[src/sifhConsts.svh]
`ifndef SIFH_CONSTS_SVH
`define SIFH_CONSTS_SVH

`define Np 12                // one TDC event
`define PIX_BITS 2           // pixel index
`define TOF_BITS 10          // time of flight
`define Nb 4                 // bin index from the top bits of tof

`define BIN_NUM_PER_HIS 16
`define PIXEL_NUM_PER_RAM 4
`define RAM_ADDR 6           // {pixel, bin}

`define peakMax 8            // count width that saturates at all ones

`define DRAIN_CYCLES 3       // builder pipeline flush after frame end

`endif

[src/sifhPkg.sv]
`include "sifhConsts.svh"

package sifhPkg;

    // photon event from the TDC
    typedef struct packed {
        logic [`PIX_BITS-1:0] pixel;
        logic [`TOF_BITS-1:0] tof;
    } tdcEvent_t;

    typedef struct packed {
        logic                 en;
        logic [`RAM_ADDR-1:0] addr;
        logic [`peakMax-1:0]  count;
    } ramWrite_t;

    typedef struct packed {
        logic                 en;
        logic [`RAM_ADDR-1:0] addr;
    } ramRead_t;

    // one result per pixel
    typedef struct packed {
        logic [`PIX_BITS-1:0] pixel;
        logic [`Nb-1:0]       bin;
        logic [`peakMax-1:0]  count;
        logic                 lastPixel;  // set on the final pixel of a scan
    } peakResult_t;

endpackage

[src/histRam.sv]
`timescale 1ns/100ps
`include "sifhConsts.svh"

module histRam
    import sifhPkg::*;
(
    input  logic                clk,
    input  ramWrite_t           wr,
    input  ramRead_t            rd,
    output logic [`peakMax-1:0] rdCount
);

    localparam int DEPTH = `BIN_NUM_PER_HIS * `PIXEL_NUM_PER_RAM;

    logic [`peakMax-1:0] mem [0:DEPTH-1];

    // write port
    always_ff @(posedge clk) begin
        if (wr.en) begin
            mem[wr.addr] <= wr.count;
        end
    end

    // read port returns old data on a same-address collision
    always_ff @(posedge clk) begin
        if (rd.en) begin
            rdCount <= mem[rd.addr];
        end
    end

endmodule

[src/histBuilder.sv]
`timescale 1ns/100ps
`include "sifhConsts.svh"

module histBuilder
    import sifhPkg::*;
(
    input  logic                clk,
    input  logic                res,
    input  logic                eventValid,
    input  tdcEvent_t           tdcEvent,
    output ramRead_t            rd,
    input  logic [`peakMax-1:0] rdCount,
    output ramWrite_t           wr
);

    localparam logic [`peakMax-1:0] COUNT_MAX = '1;

    logic [`RAM_ADDR-1:0] binAddr;

    logic                 s1Valid;   // read data arrives this cycle
    logic [`RAM_ADDR-1:0] s1Addr;
    logic                 s2Valid;   // write stage
    logic [`RAM_ADDR-1:0] s2Addr;
    logic [`peakMax-1:0]  s2Count;
    logic                 lwValid;   // write committed last cycle
    logic [`RAM_ADDR-1:0] lwAddr;
    logic [`peakMax-1:0]  lwCount;

    logic [`peakMax-1:0]  curCount;
    logic [`peakMax-1:0]  nextCount;

    assign binAddr = {tdcEvent.pixel, tdcEvent.tof[`TOF_BITS-1 -: `Nb]};

    assign rd = '{en: eventValid, addr: binAddr};

    // newest copy of the bin wins
    always_comb begin
        if (s2Valid && s2Addr == s1Addr) begin
            curCount = s2Count;        // not yet written
        end else if (lwValid && lwAddr == s1Addr) begin
            curCount = lwCount;        // written while the RAM was read
        end else begin
            curCount = rdCount;
        end
        nextCount = (curCount == COUNT_MAX) ? curCount : curCount + 1'b1;
    end

    always_ff @(posedge clk or negedge res) begin
        if (!res) begin
            s1Valid <= 1'b0;
            s2Valid <= 1'b0;
            lwValid <= 1'b0;
        end else begin
            s1Valid <= eventValid;
            s2Valid <= s1Valid;
            lwValid <= s2Valid;
        end
    end

    always_ff @(posedge clk) begin
        s1Addr  <= binAddr;
        s2Addr  <= s1Addr;
        s2Count <= nextCount;
        lwAddr  <= s2Addr;
        lwCount <= s2Count;
    end

    assign wr = '{en: s2Valid, addr: s2Addr, count: s2Count};

    // a written bin always holds at least the event behind the write
    aWriteNotEmpty: assert property (
        @(posedge clk) disable iff (!res)
        wr.en |-> wr.count != '0
    );

    // back-to-back writes to one bin keep climbing until saturation
    aCountClimbs: assert property (
        @(posedge clk) disable iff (!res)
        wr.en && $past(wr.en) && wr.addr == $past(wr.addr)
        |-> wr.count > $past(wr.count) || wr.count == COUNT_MAX
    );

endmodule

[src/peakFinder.sv]
`timescale 1ns/100ps
`include "sifhConsts.svh"

module peakFinder
    import sifhPkg::*;
(
    input  logic                clk,
    input  logic                res,
    input  logic                scanStart,
    output ramRead_t            rd,
    input  logic [`peakMax-1:0] rdCount,
    output logic                peakValid,
    output peakResult_t         peakResult
);

    localparam int LAST_STEP = `BIN_NUM_PER_HIS + 1;  // 16 reads, compare, emit
    localparam logic [`PIX_BITS-1:0] LAST_PIX = `PIX_BITS'(`PIXEL_NUM_PER_RAM - 1);

    logic                 active;
    logic [`PIX_BITS-1:0] pix;
    logic [`Nb:0]         step;      // msb set once all bins are read
    logic                 lastStep;
    logic                 dValid;    // rdCount holds a bin this cycle
    logic [`Nb-1:0]       dBin;
    logic [`Nb-1:0]       maxBin;
    logic [`peakMax-1:0]  maxCount;

    assign lastStep = active && step == LAST_STEP[`Nb:0];

    assign rd = '{en: active && !step[`Nb], addr: {pix, step[`Nb-1:0]}};

    assign peakValid  = lastStep;
    assign peakResult = '{pixel: pix, bin: maxBin, count: maxCount,
                          lastPixel: pix == LAST_PIX};

    always_ff @(posedge clk or negedge res) begin
        if (!res) begin
            active <= 1'b0;
            pix    <= '0;
            step   <= '0;
            dValid <= 1'b0;
        end else begin
            dValid <= rd.en;
            if (scanStart) begin
                active <= 1'b1;
                pix    <= '0;
                step   <= '0;
            end else if (lastStep) begin
                step <= '0;
                pix  <= pix + 1'b1;
                if (pix == LAST_PIX) begin
                    active <= 1'b0;
                end
            end else if (active) begin
                step <= step + 1'b1;
            end
        end
    end

    // bin 0 restarts the maximum and a strict compare keeps the lowest bin on ties
    always_ff @(posedge clk) begin
        dBin <= step[`Nb-1:0];
        if (dValid && (dBin == '0 || rdCount > maxCount)) begin
            maxBin   <= dBin;
            maxCount <= rdCount;
        end
    end

    // results only inside a scan and right after the last bin of the pixel came back
    aPeakInScan: assert property (
        @(posedge clk) disable iff (!res)
        peakValid |-> active && $past(rd.en, 2) && !$past(rd.en)
    );

endmodule

[src/sifhTop.sv]
`timescale 1ns/100ps
`include "sifhConsts.svh"

module sifhTop
    import sifhPkg::*;
(
    input  logic        clk,
    input  logic        res,
    input  logic        eventValid,
    input  tdcEvent_t   tdcEvent,
    input  logic        frameEnd,
    output logic        acquireEn,
    output logic        peakValid,
    output peakResult_t peakResult
);

    typedef enum logic [2:0] {
        CLEAR,
        ACQUIRE,
        DRAIN,
        SCAN,
        WAITSCAN
    } state_t;

    localparam logic [`RAM_ADDR-1:0] LAST_ADDR  = '1;
    localparam logic [1:0]           DRAIN_LAST = 2'(`DRAIN_CYCLES - 1);

    state_t               state;
    logic [`RAM_ADDR-1:0] clrAddr;
    logic [1:0]           drainCnt;
    logic                 evAccept;
    logic                 scanStart;

    ramRead_t             hbRd;
    ramRead_t             pfRd;
    ramRead_t             ramRd;
    ramWrite_t            hbWr;
    ramWrite_t            clrWr;
    ramWrite_t            ramWr;
    logic [`peakMax-1:0]  rdCount;

    assign acquireEn = state == ACQUIRE;
    assign evAccept  = acquireEn && eventValid;  // TDC events outside a frame are dropped
    assign scanStart = state == SCAN;
    assign clrWr     = '{en: state == CLEAR, addr: clrAddr, count: '0};

    always_ff @(posedge clk or negedge res) begin
        if (!res) begin
            state    <= CLEAR;
            clrAddr  <= '0;
            drainCnt <= '0;
        end else begin
            case (state)
                CLEAR: begin
                    clrAddr <= clrAddr + 1'b1;  // wraps back to 0 for the next clear
                    if (clrAddr == LAST_ADDR) begin
                        state <= ACQUIRE;
                    end
                end
                ACQUIRE: begin
                    if (frameEnd) begin
                        state    <= DRAIN;
                        drainCnt <= '0;
                    end
                end
                DRAIN: begin
                    drainCnt <= drainCnt + 1'b1;
                    if (drainCnt == DRAIN_LAST) begin
                        state <= SCAN;
                    end
                end
                SCAN: state <= WAITSCAN;        // one-cycle scanStart
                WAITSCAN: begin
                    if (peakValid && peakResult.lastPixel) begin
                        state <= CLEAR;
                    end
                end
                default: state <= CLEAR;
            endcase
        end
    end

    // RAM port ownership
    always_comb begin
        ramWr = hbWr;
        ramRd = hbRd;
        case (state)
            CLEAR:          ramWr = clrWr;
            SCAN, WAITSCAN: ramRd = pfRd;
            default: ;
        endcase
    end

    histRam uRam (
        .clk     (clk),
        .wr      (ramWr),
        .rd      (ramRd),
        .rdCount (rdCount)
    );

    histBuilder uBuilder (
        .clk        (clk),
        .res        (res),
        .eventValid (evAccept),
        .tdcEvent   (tdcEvent),
        .rd         (hbRd),
        .rdCount    (rdCount),
        .wr         (hbWr)
    );

    peakFinder uPeak (
        .clk        (clk),
        .res        (res),
        .scanStart  (scanStart),
        .rd         (pfRd),
        .rdCount    (rdCount),
        .peakValid  (peakValid),
        .peakResult (peakResult)
    );

    // builder and peak finder share one read port
    aOneReader: assert property (
        @(posedge clk) disable iff (!res)
        !(hbRd.en && pfRd.en)
    );

endmodule

[config.mk]
export PLATFORM = sky130hd
export DESIGN_NAME = sifhTop
export DESIGN_NICKNAME = d
export VERILOG_FILES = /design/src/sifhPkg.sv /design/src/histRam.sv /design/src/histBuilder.sv /design/src/peakFinder.sv /design/src/sifhTop.sv
export VERILOG_INCLUDE_DIRS = /design/src
export SDC_FILE = /design/constraint.sdc
export NUM_CORES = 1
export LEC_CHECK = 0
export BUFFER_PORTS_ARGS = -buffer_cell sky130_fd_sc_hd__buf_2
export CAP_MARGIN = 20
export CORE_MARGIN = 2
export CORE_UTILIZATION = 50
export DETAILED_ROUTE_END_ITERATION = 7
export PLACE_DENSITY = 0.66
export SYNTH_ARGS = -nofsm -noshare
export SYNTH_HDL_FRONTEND = slang
export SYNTH_SLANG_ARGS = --single-unit
[constraint.sdc]
create_clock -name clk -period 3.3 [get_ports clk]
set_input_delay 0.495 -clock clk [delete_from_list [all_inputs] [get_ports clk]]
set_output_delay 0.495 -clock clk [all_outputs]
set_load 0.05 [all_outputs]
==> run metrics <==
Worst Setup Start Kind register; vias in the first global route 13.47k; hpwl dp 33550 um; Die X-Extent 223.6 um; drt drc 0; Synth Cell Area 0.02410 sq mm; hold crit path type in2reg; CTS tree done; fill count 3572; Initial DRT Pass Iterations 6; XOR/XNOR Fraction of Synth Area 0.8357%; flops & latches, synth roughly 590; WL per Instance approximately 23 um; Crit path arrival time 3.51 ns; Post-Route WL 54040 um; starting DRC count in detailed routing 1217; Detail Route Antenna Nets 0; Nets roughly 1.7k; initial antenna violation count 1; RSZ-0062 raised after global routing false; total number of yosys warnings 0; area share of the largest cell type after synthesis 66.28%; adder-cell share of the synthesized area 0.6748%; Fmax achieved 316.8 MHz; Compound-Gate Fraction of Synth Area 3.582%; multi-input logic area between 0.006 and 0.007 sq mm; Period minus WS final 3.157 ns; Vias approximately 14k; sequential standard cell area 0.01731 sq mm; most used flip-flop cell after synthesis edfxtp_1; Placed Cells approximately 2.2k; Least-Margin Pin Slew 0.9828 ns; Ports 33; CP endpoint kind register; DP Worst Slack 0.1618 ns; clk slew on worst S/H paths 0.06 ns; relative slew slack 34.35%; Setup CP Type reg2reg; most common cell after layout, fill and taps aside edfxtp_1; Core ar. 0.04765 sq mm; Max FO, Critical Path 31; antenna diode count 0; aggregate global-route resource usage 21.89%; Layout Skew 0.01711 ns; GP Congestion 0.8193; Finished Layout Cells 2364; synth-to-layout area growth 15.17%; CTS root buf clkbuf_16; Avg Inst Size Synth 15.61 sq um; Slew Viols, Final 0; Final Core Density ~58%; first-pass GRT wire length ~82000 um; Die Y 223.6 um; Fin. Hold Viols 0; IO Port Bufs 26; global route overflow 0; asr flop ratio synth 3.879%; via density per instance 5.728; largest family of logic cells by synthesized area multiplexers; most frequent cells in the layout edfxtp_1, mux2i_1, nand2_1; largest net degree at the start of global routing 65; Setup Total Neg Slack 0 ns; Synth area leader edfxtp_1; Initial Utilization roughly half; Setup WS post-layout between 0.1 and 0.15 ns; post-synthesis simple-gate area fraction 8.596%; post-synthesis net count 1573; total CTS buffers 58; Skew-Pair Late Insertion Delay between 0.6 and 0.7 ns; leakage dissipation roughly 11 nW; status complete, no violations; EDFF count, synth approximately 530; worst vdd ir 0.4198 mV; DIE AREA 0.04998 sq mm; site row count 80; clk buf depth 3; Worst EP required 3.66 ns; max_cap viols 0; PwrDens 522.9 mW/mm^2; Tcrit/Tclk final 95.66%; share of layout cells above drive strength 1 18.70%; htree depth 2; Netlist cell types 62; Final Setup Violations 0; clock sinks 593; sequential area share after synthesis a little under three quarters; multiplexer share of the synthesized area roughly an eighth; top cells by area, synth edfxtp_1, mux2i_1, mux4_2; Mapped Cells 1544
[metrics by stage]
stage | total power, mW | cell area, sq um | hold WS, ns
after global routing | 14.89 | 27760 | 0.02228
after floorplan | 8.270 | 24100 | 0.1994
after CTS | 14.62 | 27690 | 0.01085
after detailed placement | 8.299 | 25830 | 0.3378
final | 14.52 | 27760 | 0.04609
after global placement | 8.298 | 25830 | 0.3438
[cells in the mapped netlist, types with 3 or more instances]
cell,number
a211oi_1,14
a21oi_1,23
a221oi_1,3
a311oi_1,5
a31o_2,3
a31oi_1,3
a32oi_1,7
and2_1,16
buf_2,20
buf_4,11
buf_6,8
buf_8,8
clkbuf_1,24
dfrtp_1,23
dfxtp_1,38
edfxtp_1,532
ha_1,13
inv_1,13
mux2_2,17
mux2i_1,184
mux4_2,40
nand2_1,174
nand2b_1,7
nand3_1,85
nand3b_1,3
nand4_1,22
nor2_1,124
nor2b_1,6
nor3_1,4
o21a_1,5
o21ai_0,21
o22a_1,6
o22ai_1,9
o31ai_1,5
o41ai_1,6
or3_1,6
xnor2_1,18
xor2_1,5
[where the power goes]
group	switching, mW	internal [mW]
registers	0.0125	8.07
clock network	2.68	3.69
logic	0.0372	0.0227
total	2.73	11.8
[per-layer routing]
layer,vias up,wire length [um],global-route usage [%]
met5,-,0,0
met1,6783,22810,30.11
met2,472,26270,36.05
li1,6198,-,-
met3,88,3479,3.292
met4,0,1477,7.441
[area by class of cell]
class | instances | share of cell area, %
clock buffer | 78 | 5.764
tap | 615 | 2.772
clock inverter | 31 | 0.8518
sequential | 593 | 62.36
inverter | 13 | 0.1758
timing repair buffer | 170 | 5.417
multi-input combinational | 864 | 22.66
[repair_timing]
| action | 4_1_cts | 5_1_grt |
|---|---|---|
| hold buffers | 2 | 0 |
| gates resized for setup | 0 | 2 |
| endpoints found under the setup margin | 0 | 1 |
| setup buffers | 0 | 5 |
| hold endpoints to repair | 24 | 0 |
[path summary, 6_finish.rpt]
| path | from | to | slack, ns | cells past startpoint |
|---|---|---|---|---|
| worst max-delay path | state[0] | uRam.rdCount[0] | 0.14 | 11 |
| worst min-delay path | tdcEvent[6] | uBuilder.s1Addr[0] | 0.05 | 1 |
| worst max register to register | state[0] | uRam.rdCount[0] | 0.14 | 11 |
| worst min register to register | uBuilder.s1Valid | uBuilder.s2Valid | 0.36 | 0 |
| max in group asynchronous | res | state[1] | 2.51 | 2 |
| min in group asynchronous | res | clrAddr[3] | 0.40 | 2 |
[critical path, cell delays in order (launching register included)]
cell      delay [ns]
dfrtp_1         0.45
or4b_1          0.59
o311ai_4        0.16
buf_12          0.23
buf_12          0.26
buf_4           0.24
mux2i_1         0.24
nand2_1         0.08
nand3_1         0.14
nand3_1         0.15
a21oi_1         0.22
o41ai_1         0.11
[sequential cells by signal (all words and copies together) (netlist names), 2 cells and up]
signal            count
uPeak.dBin            4
uBuilder.lwCount      8
uPeak.step            5
uRam.mem            512
uBuilder.s2Count      8
uBuilder.s1Addr       6
uPeak.pix             2
state                 3
uBuilder.s2Addr       6
drainCnt              2
clrAddr               6
uPeak.maxCount        8
uPeak.maxBin          4
uRam.rdCount          8
uBuilder.lwAddr       6
[cells by family (layout without fill, tap and decap cells)]
kind of cell / after synthesis / after routing
buf+inv: 87 / 292
fa+ha+maj: 13 / 13
flops: 593 / 593
simple gates: 462 / 462
xor+xnor: 23 / 23
mux: 241 / 241
compound gates: 125 / 125
Power figures use the tool's default switching activity.
